File: src/hw/cpu_ctl_pkg.sv
`default_nettype none

package cpu_ctl_pkg;

    //////////////////////////////
    // Datapath dimensions
    //////////////////////////////

    // Sixteen registers, register 0 is the program counter
    localparam int NUM_REGS  = 16;
    localparam int REG_IDX_W = 4;
    // Every register drives bus A, bus B and bus C through its own tap
    localparam int BUS_TAPS  = 3;
    localparam int OUT_EN_W  = NUM_REGS * BUS_TAPS;
    localparam int CTL_W     = 11;
    localparam int IMM_W     = 16;

    // Sequencer steps, the four fetch steps are numbered by byte lane
    typedef enum logic [2:0] {
        FETCH_0 = 3'd0,
        FETCH_1 = 3'd1,
        FETCH_2 = 3'd2,
        FETCH_3 = 3'd3,
        DECODE  = 3'd4,
        EXECUTE = 3'd5
    } step_t;

    // Full opcode map, stack and memory opcodes are fetched but not executed
    typedef enum logic [3:0] {
        OP_PUSH_R   = 4'd0,
        OP_POP_R    = 4'd1,
        OP_LFUN_RR  = 4'd2,
        OP_ADD_RR   = 4'd3,
        OP_SUB_RR   = 4'd4,
        OP_ROT_RR   = 4'd5,
        OP_ROT_RC   = 4'd6,
        OP_ADD_RC   = 4'd7,
        OP_MOV_RC   = 4'd8,
        OP_PUSH_C   = 4'd9,
        OP_LFUN_CRC = 4'd10,
        OP_BEZ      = 4'd11,
        OP_BNEZ     = 4'd12,
        OP_BGEZ     = 4'd13,
        OP_LOAD     = 4'd14,
        OP_STORE    = 4'd15
    } opcode_t;

    typedef enum logic [2:0] {
        ADD      = 3'd0,
        SUB_ADDR = 3'd1,
        SUB      = 3'd2,
        ROT      = 3'd3,
        LOGIC    = 3'd4,
        BEZ      = 3'd5,
        BNEZ     = 3'd6,
        BGEZ     = 3'd7
    } alu_op_t;

    // PC on bus A into the ALU with the constant, result back into the PC
    localparam logic [CTL_W-1:0] CTL_FETCH    = 11'b00010010101;
    // Bus A and bus B into the ALU, result into the register input
    localparam logic [CTL_W-1:0] CTL_REG_REG  = 11'b00010000011;
    // Bus A and the immediate into the ALU
    localparam logic [CTL_W-1:0] CTL_REG_IMM  = 11'b00010000101;
    // Immediate straight into the register input, ALU bypassed
    localparam logic [CTL_W-1:0] CTL_LOAD_IMM = 11'b00101000000;

    // Short form carries a 16-bit constant right after the opcode byte
    typedef struct packed {
        logic [7:0]           tail;
        logic [IMM_W-1:0]     imm;
        opcode_t              opcode;
        logic [REG_IDX_W-1:0] r1;
    } insn_short_t;

    // Long form keeps both register bytes and puts the constant on top
    typedef struct packed {
        logic [IMM_W-1:0]     imm;
        logic [REG_IDX_W-1:0] r2;
        logic [REG_IDX_W-1:0] r3;
        opcode_t              opcode;
        logic [REG_IDX_W-1:0] r1;
    } insn_long_t;

    typedef union packed {
        insn_short_t short_f;
        insn_long_t  long_f;
    } insn_word_u;

    // Instruction length in bytes, taken from the upper nibble of byte 0
    function automatic logic [2:0] insn_bytes(input logic [3:0] opcode);
        if (opcode <= 4'd1) begin
            return 3'd1;
        end else if (opcode <= 4'd6) begin
            return 3'd2;
        end else if (opcode <= 4'd9) begin
            return 3'd3;
        end
        return 3'd4;
    endfunction

endpackage

`default_nettype wire

File: src/hw/insn_sequencer.sv
`timescale 1ns/1ps
`default_nettype none

module insn_sequencer (
    input  wire logic                    clk,
    input  wire logic                    reset,
    input  wire logic [7:0]              data_in,
    output cpu_ctl_pkg::step_t           step,
    output cpu_ctl_pkg::insn_word_u      insn
);

    import cpu_ctl_pkg::*;

    //////////////////////////////
    // Length decode
    //////////////////////////////

    // Opcode of the instruction being fetched
    logic [3:0] cur_opcode;
    // Bytes taken so far, counting the one on data_in now
    logic [2:0] byte_cnt;
    // High when this edge takes the last byte of the instruction
    logic       last_byte;
    logic       fetching;
    step_t      next_step;

    // Step codes 0 to 3 are the fetch steps
    assign fetching = (step <= FETCH_3);

    // The opcode is not yet in the register while byte 0 is on the bus,
    // so the length lookup reads it straight from data_in in that step
    assign cur_opcode = (step == FETCH_0) ? data_in[7:4] : insn.long_f.opcode;

    // Fetch step k takes byte k
    assign byte_cnt = {1'b0, step[1:0]} + 3'd1;

    assign last_byte = (byte_cnt == insn_bytes(cur_opcode));

    //////////////////////////////
    // Step sequence
    //////////////////////////////

    always_comb begin
        next_step = FETCH_0;
        case (step)
            FETCH_0, FETCH_1, FETCH_2: begin
                // Move to the next byte lane or stop when the length is reached
                if (last_byte) begin
                    next_step = DECODE;
                end else begin
                    next_step = step_t'(step + 3'd1);
                end
            end
            // A 4-byte instruction always ends in lane 3
            FETCH_3: next_step = DECODE;
            DECODE:  next_step = EXECUTE;
            // The next instruction starts straight after execute
            EXECUTE: next_step = FETCH_0;
            default: next_step = FETCH_0;
        endcase
    end

    always_ff @(posedge clk or posedge reset) begin
        if (reset) begin
            step <= FETCH_0;
        end else begin
            step <= next_step;
        end
    end

    //////////////////////////////
    // Instruction register
    //////////////////////////////

    // Each fetch step writes its own byte lane, so lanes that a short
    // instruction does not fetch keep the bytes of an older instruction
    // The control decode only reads the fields of the current format
    always_ff @(posedge clk or posedge reset) begin
        if (reset) begin
            insn <= '0;
        end else if (fetching) begin
            insn[{step[1:0], 3'b000} +: 8] <= data_in;
        end
    end

endmodule

`default_nettype wire

File: src/hw/ctl_word_gen.sv
`timescale 1ns/1ps
`default_nettype none

module ctl_word_gen (
    input  wire logic                           clk,
    input  wire logic                           reset,
    input  wire cpu_ctl_pkg::step_t             step,
    input  wire cpu_ctl_pkg::insn_word_u        insn,
    output logic [cpu_ctl_pkg::NUM_REGS-1:0]    write_en,
    output logic [cpu_ctl_pkg::OUT_EN_W-1:0]    output_en,
    output cpu_ctl_pkg::alu_op_t                alu_op,
    output logic [cpu_ctl_pkg::REG_IDX_W-1:0]   alu_logic_func,
    output logic [cpu_ctl_pkg::CTL_W-1:0]       ctl_out,
    output logic [cpu_ctl_pkg::IMM_W-1:0]       immediate
);

    import cpu_ctl_pkg::*;

    // Tap offsets inside the three enable bits of one register
    localparam logic [1:0] TAP_A = 2'd0;
    localparam logic [1:0] TAP_B = 2'd1;
    localparam logic [1:0] TAP_C = 2'd2;

    // One-hot write enable for a register index
    function automatic logic [NUM_REGS-1:0] reg_sel(input logic [REG_IDX_W-1:0] idx);
        return {{(NUM_REGS-1){1'b0}}, 1'b1} << idx;
    endfunction

    // Single output enable bit for one register on one bus
    function automatic logic [OUT_EN_W-1:0] tap(input logic [REG_IDX_W-1:0] idx,
                                                input logic [1:0] offset);
        int unsigned bit_pos;
        bit_pos = idx * BUS_TAPS + offset;
        return {{(OUT_EN_W-1){1'b0}}, 1'b1} << bit_pos;
    endfunction

    //////////////////////////////
    // Field decode
    //////////////////////////////

    logic [REG_IDX_W-1:0] r1;
    logic [REG_IDX_W-1:0] r2;
    logic [REG_IDX_W-1:0] r3;
    opcode_t              opcode;
    logic [IMM_W-1:0]     imm_short;
    logic [IMM_W-1:0]     imm_long;

    // Register fields sit at the same place in both layouts
    assign r1     = insn.long_f.r1;
    assign r2     = insn.long_f.r2;
    assign r3     = insn.long_f.r3;
    assign opcode = insn.long_f.opcode;

    // 3-byte forms take the constant from bytes 1 and 2,
    // 4-byte forms from bytes 2 and 3
    assign imm_short = insn.short_f.imm;
    assign imm_long  = insn.long_f.imm;

    // The logic function code rides in r3 and goes out unregistered
    assign alu_logic_func = r3;

    //////////////////////////////
    // Control outputs
    //////////////////////////////

    // Outputs change on the falling edge so the datapath sees them
    // settled at the next rising edge
    // Anything a step does not assign keeps its previous value
    always_ff @(negedge clk or posedge reset) begin
        if (reset) begin
            write_en  <= '0;
            output_en <= '0;
            alu_op    <= ADD;
            ctl_out   <= '0;
            immediate <= '0;
        end else begin
            case (step)
                FETCH_0, FETCH_1, FETCH_2, FETCH_3: begin
                    // PC plus one goes back into the PC while the PC drives the address
                    write_en  <= reg_sel('0);
                    output_en <= tap('0, TAP_A);
                    alu_op    <= ADD;
                    ctl_out   <= CTL_FETCH;
                    immediate <= 16'd1;
                end
                EXECUTE: begin
                    case (opcode)
                        OP_LFUN_RR: begin
                            // R1 op R2 into R1
                            write_en  <= reg_sel(r1);
                            output_en <= tap(r1, TAP_A) | tap(r2, TAP_B);
                            alu_op    <= LOGIC;
                            ctl_out   <= CTL_REG_REG;
                        end
                        OP_ADD_RR, OP_SUB_RR, OP_ROT_RR: begin
                            // Destination is the high nibble of byte 1
                            write_en  <= reg_sel(r2);
                            output_en <= tap(r2, TAP_A) | tap(r3, TAP_B);
                            ctl_out   <= CTL_REG_REG;
                            if (opcode == OP_ADD_RR) begin
                                alu_op <= ADD;
                            end else if (opcode == OP_SUB_RR) begin
                                alu_op <= SUB;
                            end else begin
                                alu_op <= ROT;
                            end
                        end
                        OP_ROT_RC: begin
                            // Rotate count is the 4-bit r3 field
                            write_en  <= reg_sel(r1);
                            output_en <= tap(r1, TAP_A);
                            alu_op    <= ROT;
                            ctl_out   <= CTL_REG_IMM;
                            immediate <= {{(IMM_W-REG_IDX_W){1'b0}}, r3};
                        end
                        OP_ADD_RC: begin
                            write_en  <= reg_sel(r1);
                            output_en <= tap(r1, TAP_A);
                            alu_op    <= ADD;
                            ctl_out   <= CTL_REG_IMM;
                            immediate <= imm_short;
                        end
                        OP_MOV_RC: begin
                            // ALU is bypassed so its controls stay as they were
                            write_en  <= reg_sel(r1);
                            ctl_out   <= CTL_LOAD_IMM;
                            immediate <= imm_short;
                        end
                        OP_LFUN_CRC: begin
                            write_en  <= reg_sel(r2);
                            output_en <= tap(r2, TAP_A);
                            alu_op    <= LOGIC;
                            ctl_out   <= CTL_REG_IMM;
                            immediate <= imm_long;
                        end
                        OP_BEZ, OP_BNEZ, OP_BGEZ: begin
                            // Condition register on bus C, base on bus A,
                            // target written into the PC
                            write_en  <= reg_sel('0);
                            output_en <= tap(r2, TAP_C) | tap(r3, TAP_A);
                            ctl_out   <= CTL_REG_IMM;
                            immediate <= imm_long;
                            if (opcode == OP_BEZ) begin
                                alu_op <= BEZ;
                            end else if (opcode == OP_BNEZ) begin
                                alu_op <= BNEZ;
                            end else begin
                                alu_op <= BGEZ;
                            end
                        end
                        // Stack and memory opcodes retire like a decode step
                        default: write_en <= '0;
                    endcase
                end
                // Decode only stops the PC write
                default: write_en <= '0;
            endcase
        end
    end

endmodule

`default_nettype wire

File: src/hw/cpu_ctl.sv
`timescale 1ns/1ps
`default_nettype none

module cpu_ctl (
    input  wire logic                           clk,
    input  wire logic                           reset,
    input  wire logic [7:0]                     data_in,
    output logic [cpu_ctl_pkg::NUM_REGS-1:0]    write_en,
    output logic [cpu_ctl_pkg::OUT_EN_W-1:0]    output_en,
    output logic [2:0]                          alu_op,
    output logic [cpu_ctl_pkg::REG_IDX_W-1:0]   alu_logic_func,
    output logic [cpu_ctl_pkg::CTL_W-1:0]       ctl_out,
    output logic [cpu_ctl_pkg::IMM_W-1:0]       immediate
);

    import cpu_ctl_pkg::*;

    // Current step and the assembled instruction word
    step_t      step;
    insn_word_u insn;

    //////////////////////////////
    // Fetch and step control
    //////////////////////////////

    insn_sequencer i_insn_sequencer (
        .clk     (clk),
        .reset   (reset),
        .data_in (data_in),
        .step    (step),
        .insn    (insn)
    );

    //////////////////////////////
    // Control word decode
    //////////////////////////////

    // The ALU code leaves the block as a plain 3-bit vector
    ctl_word_gen i_ctl_word_gen (
        .clk            (clk),
        .reset          (reset),
        .step           (step),
        .insn           (insn),
        .write_en       (write_en),
        .output_en      (output_en),
        .alu_op         (alu_op),
        .alu_logic_func (alu_logic_func),
        .ctl_out        (ctl_out),
        .immediate      (immediate)
    );

endmodule

`default_nettype wire

File: config.mk
export PLATFORM = sky130hd
export DESIGN_NAME = cpu_ctl
export DESIGN_NICKNAME = d
export VERILOG_FILES = /design/src/hw/cpu_ctl_pkg.sv /design/src/hw/insn_sequencer.sv /design/src/hw/ctl_word_gen.sv /design/src/hw/cpu_ctl.sv
export SDC_FILE = /design/constraint.sdc
export NUM_CORES = 1
export LEC_CHECK = 0
export BUFFER_PORTS_ARGS = -buffer_cell sky130_fd_sc_hd__buf_2
export CAP_MARGIN = 20
export CORE_MARGIN = 10
export CORE_UTILIZATION = 45
export CTS_BUF_LIST = sky130_fd_sc_hd__clkbuf_4
export CTS_CLUSTER_SIZE = 30
export DETAILED_ROUTE_END_ITERATION = 10
export MAX_ROUTING_LAYER = met4
export PLACE_DENSITY_LB_ADDON = 0.08
export SYNTH_ARGS = -nofsm -noshare
export SYNTH_HDL_FRONTEND = slang
export SYNTH_HIERARCHICAL = 1
export SYNTH_SLANG_ARGS = --single-unit
File: constraint.sdc
create_clock -name clk -period 4.86 [get_ports clk]
set_clock_uncertainty 0.2 [all_clocks]
set_input_delay 0.486 -clock clk [delete_from_list [all_inputs] [get_ports clk]]
set_output_delay 0.486 -clock clk [all_outputs]
set_load 0.05 [all_outputs]
-- Yosys cells after proc, flatten, opt, wreduce, memory -nomap -nowiden
Cells that the tools add are included.
- add/sub/neg operators: 6
- $mul: 3
- magnitude comparators: 4
- equality and inequality tests: 21
- shift-type cells: 10
- multiplexer cells: 25
- bitwise gates (word level): 3
- reductions and logical operators: 18
- operators with widths (cell ; number):
    $pmux 48 s5 ; 1
    $or 48x48->48 ; 3
    $shl 1x32->48 const A ; 3
    $shl 1x6->48 const A ; 3
    $pmux 16 s3 ; 2
    $pmux 48 s2 ; 1
    $pmux 16 s2 ; 2
    $pmux 11 s3 ; 1
    $bwmux 32 ; 1
    $shift 8x7->32 const A ; 1
    $shiftx 8x7->32 ; 1
    $shl 1x4->16 const A ; 2
    $pmux 11 s2 ; 1
    $mux 3 ; 7
    $eq 4x4->1 const B ; 5
    $reduce_or 4->1 ; 5
    $mul 4x2->6 const B ; 3
    $eq 4x3->1 const B ; 4
    $pmux 3 s5 ; 1
    $add 6x1->7 const B ; 2
    $ne 6x5->1 const B ; 2
    $pmux 3 s3 ; 1
    $reduce_or 3->1 ; 3
    $eq 4x2->1 const B ; 2
    other kinds (21) ; 33
- bits in registers: 129
- output and inout port bits: 98
- logic and storage cells: 97

-- Depth between registers and ports, before layout
- word-level depth: 10
- depth in mapped cells: 10

-- Hierarchy
Netlist, hierarchy kept.
- by module, submodules not included (module ; times used ; cells each ; area each (µm²) ; sequential area each (µm²)):
    ctl_word_gen ; 1 ; 794 ; 6593.8 ; 2202.1
    insn_sequencer ; 1 ; 188 ; 1676.6 ; 875.8

==> summary.md <==
| Metric | Value |
|---|---|
| Outcome | finished, violations left |
| Failing checks | setup timing |
| CTS sink cnt | 123 |
| Synth top area cells | dfrtn_1, dfrtp_1, nand2_1 |
| Netlist cell types | 83 |
| Via density | 6.18 |
| Synthesized instance count | 982 |
| Initial core utilization | 45.9% |
| IO Count | 108 |
| Crit-path cells | ha_4 > fa_2 > buf_6 > nand2_4 > nand4_1 > buf_4 > nor3_4 > o31ai_4 > o221ai_2 > a32o_1 |
| Mapped Area | 0.00827 mm^2 |
| Max Cap Viol | 0 |
| Peak supply drop | 0.759 mV |
| Vias in the first global route | 8,902 |
| Die width | 156 um |
| Pwr dens | 679 mW/mm^2 |
| Worst hold path class | in2reg |
| CTS tree | built |
| Sum of buffers and inverters on the critical path | 2 |
| Gpl congestion | 1.11 |
| DRC viols | 0 |
| Number of enable flip-flop cells after synthesis | 0 |
| Max_slew headroom | 31.5% |
| CP peak stage delay | 0.60 ns |
| CP delay by family, top | compound AO/OA/AOI/OAI gates |
| First-pass GRT wire length | 52,000 um |
| Sw Ratio | 51.1% |
| Setup ws final | -0.802 ns |
| Die area | 0.0242 mm^2 |
| Critical Path Source Type | flop |
| DR pass1 iterations | 6 |
| Routed wire length | 34,600 um |
| Fin nets | 1,331 |
| Reg2reg setup slack | -0.80 ns |
| Finished Layout Cells | 1,537 |
| Post-detailed-placement half-perimeter wirelength | 25,200 um |
| Fill cells | 1,527 |
| Area leader, netlist | dfrtn_1 |
| Yosys top cell area share | 26.6% |
| Cts bufs inserted | 17 |
| Vias after detailed routing | 9,499 |
| RSZ-0062 raised after global routing | yes |
| Reg power frac | 17.1% |
| Leak | 5.41 nW |
| Antenna violations before repair | 1 |
| Clk pin slew, worst setup/hold paths | 0.12 ns |
| Drt wl/cell | 22.5 um |
| Final Max Slew Viols | 0 |
| Fraction of layout cells with a size suffix above 1 | 41.6% |
| WP data required | 2.58 ns |
| Placed Instances | 1,452 |
| Root buffer cell | clkbuf_4 |
| Htree depth | 4 |
| Crit. End Element | flop |
| Mux contribution to synthesized area | 1.20% |
| Compound-Gate Fraction of Synth Area | 26.4% |
| Count of yosys warnings during synthesis | 6 |
| Final hold vios | 0 |
| Setup violators final | 48 |
| Final Util | 67.3% |
| Starting DRT DRC Count | 1,071 |
| Clk_lat worst skew | 0.59 ns |
| Synth Area in Adders | 4.42% |
| Net switching power figure | 4.21 mW |
| Post-synth top flop | dfrtn_1 |
| Kind of critical path | reg2reg |
| Largest family of logic cells by synthesized area | compound AO/OA/AOI/OAI gates |
| Overflow after GRT | 0 |
| Area Growth Syn to Fin | 46.6% |
| CTS max path bufs | 2 |
| Seq cells post-synth | 123 |
| Xor-xnor portion of the synthesized cell area | 1.98% |
| Async S/R FF share, synth | 100% |
| Port Buffers | 103 |
| Slew at the pin closest to its max-slew limit | 1.03 ns |
| Die Span Y | 156 um |
| Placement Rows | 49 |
| CP max stage cell | fa_2 |
| Register area share after synthesis | 37.2% |
| Clock power frac | 9.2% |
| Combinational share of power | 73.7% |
| CP arrival | 3.39 ns |
| Setup TNS | -29.56 ns |
| Worst-path maximum fanout | 6 |
| Antenna-violating nets left | 0 |
| Core ar. | 0.0180 mm^2 |
| Largest net degree at the start of global routing | 36 |
| Total Routing Usage GR | 28.2% |
| Synth Area in Simple Gates | 23.1% |
| Power Internal | 4.02 mW |
| Post-Syn Area per Cell | 8.42 um^2 |
tightest hold or removal path, cell delays in order:
cell     delay (ns)
buf_2          0.15
nand2_1        0.07
o21ai_0        0.07
power by group through the flow:
stage          Clock [mW]  Combinational (mW)  Sequential (mW)
2_1_floorplan           0                2.42             1.65
3_3_place_gp            0                4.99             1.41
3_5_place_dp            0                5.02             1.42
4_1_cts             0.769                5.62             1.40
5_1_grt             0.813                6.37             1.43
6_report            0.760                6.07             1.41
cell families (layout without fill, tap and decap cells):
family / Yosys count / in the layout
AOI/OAI and AO/OA: 316 / 316
xor gates and xnor gates: 13 / 13
DFF: 123 / 123
and+or+nand+nor: 386 / 386
other: 1 / 6
adders and majority gates: 28 / 28
muxes: 9 / 9
buffers and inverters: 106 / 427
placed cells by master (no fill, tap or decap), types with 6 or more instances in the layout:
master / count
a31oi_4: 6
clkbuf_4: 18
o31ai_1: 6
buf_12: 10
dfrtp_1: 32
nand2_1: 149
o211ai_1: 6
nand3_2: 8
a21oi_1: 29
a222oi_1: 6
dfrtn_1: 88
nand3b_1: 6
ha_1: 22
nand3_1: 28
nand4_1: 6
a31oi_1: 23
dlygate4sd3_1: 8
and2_1: 9
o21ai_0: 84
o21ai_1: 7
a221oi_2: 16
buf_2: 103
buf_6: 32
nor2b_1: 10
o221ai_1: 6
a221oi_1: 11
a22o_1: 9
inv_1: 22
buf_4: 217
a21oi_2: 7
nor2_1: 57
o221ai_2: 6
or3_1: 6
a22oi_1: 19
nor3_1: 23
nand2b_1: 14
cell usage after synthesis, drive strengths merged (7+ instances only):
library cell,n
a21oi,38
a221oi,29
a22o,9
a22oi,21
a31oi,29
a32oi,7
and2,12
buf,32
clkbuf,49
dfrtn,88
dfrtp,35
ha,26
inv,25
nand2,156
nand2b,14
nand3,38
nor2,65
nor2b,11
nor3,31
nor3b,7
nor4,8
o21ai,94
o221ai,12
o31ai,12
or3,8
xnor2,8
registers in the layout, indices dropped and copies added (netlist names):
| register | count |
|---|---|
| i_ctl_word_gen/alu_op | 3 |
| i_ctl_word_gen/ctl_out | 5 |
| i_ctl_word_gen/immediate | 16 |
| i_ctl_word_gen/output_en | 48 |
| i_ctl_word_gen/write_en | 16 |
| i_insn_sequencer/insn | 32 |
| i_insn_sequencer/step | 3 |
stage by stage:
step / cell area [um^2] / total power [mW] / hold WS [ns] / setup slack (ns)
final: 12100 / 8.23 / 0.0213 / -0.802
after global routing: 12100 / 8.62 / 0.0327 / -0.850
after CTS: 11700 / 7.79 / 0.0167 / -0.651
after detailed placement: 10600 / 6.44 / 0.226 / -0.666
after global placement: 10600 / 6.40 / 0.217 / -0.588
after floorplan: 8450 / 4.07 / 0.251 / -0.550
final timing paths:
check | startpoint | end | cells past startpoint
min reg2reg | i_ctl_word_gen/immediate[10] | i_ctl_word_gen/immediate[10] | 2
max reg2reg | i_insn_sequencer/insn[13] | i_ctl_word_gen/output_en[22] | 10
max in group asynchronous | reset | i_ctl_word_gen/output_en[18] | 4
max | i_insn_sequencer/insn[13] | i_ctl_word_gen/output_en[22] | 10
min in group asynchronous | reset | i_insn_sequencer/insn[27] | 4
min | data_in[5] | i_insn_sequencer/insn[13] | 3
layer usage:
metal / wire length (um) / global-route usage [%] / vias to the layer above
li1: - / - / 4268
met1: 14800 / 37.9 / 4561
met2: 15100 / 40.2 / 542
met3: 3280 / 6.95 / 128
met4: 1330 / 10.4 / 0
met5: 0 / - / -
cell type report:
cell class,count,area [um^2],area share [%]
diodes,2,5.00,0.0413
repair buffers,370,2790,23.0
multi-input cells,756,5590,46.1
clock inverters,14,144,1.19
flip-flops and latches,123,3080,25.4
inverters,25,97.6,0.805
well taps,229,287,2.36
clock buffers,18,135,1.11
timing repair:
action                                  4_1_cts  5_1_grt
endpoints found under the hold margin        51        0
endpoints found under the setup margin       51       64
hold buffers                                  8        0
gates resized for setup                     106       60
setup buffers                                27       22
pin swaps                                    66       39
No activity file was read; power rests on OpenSTA's default activity.
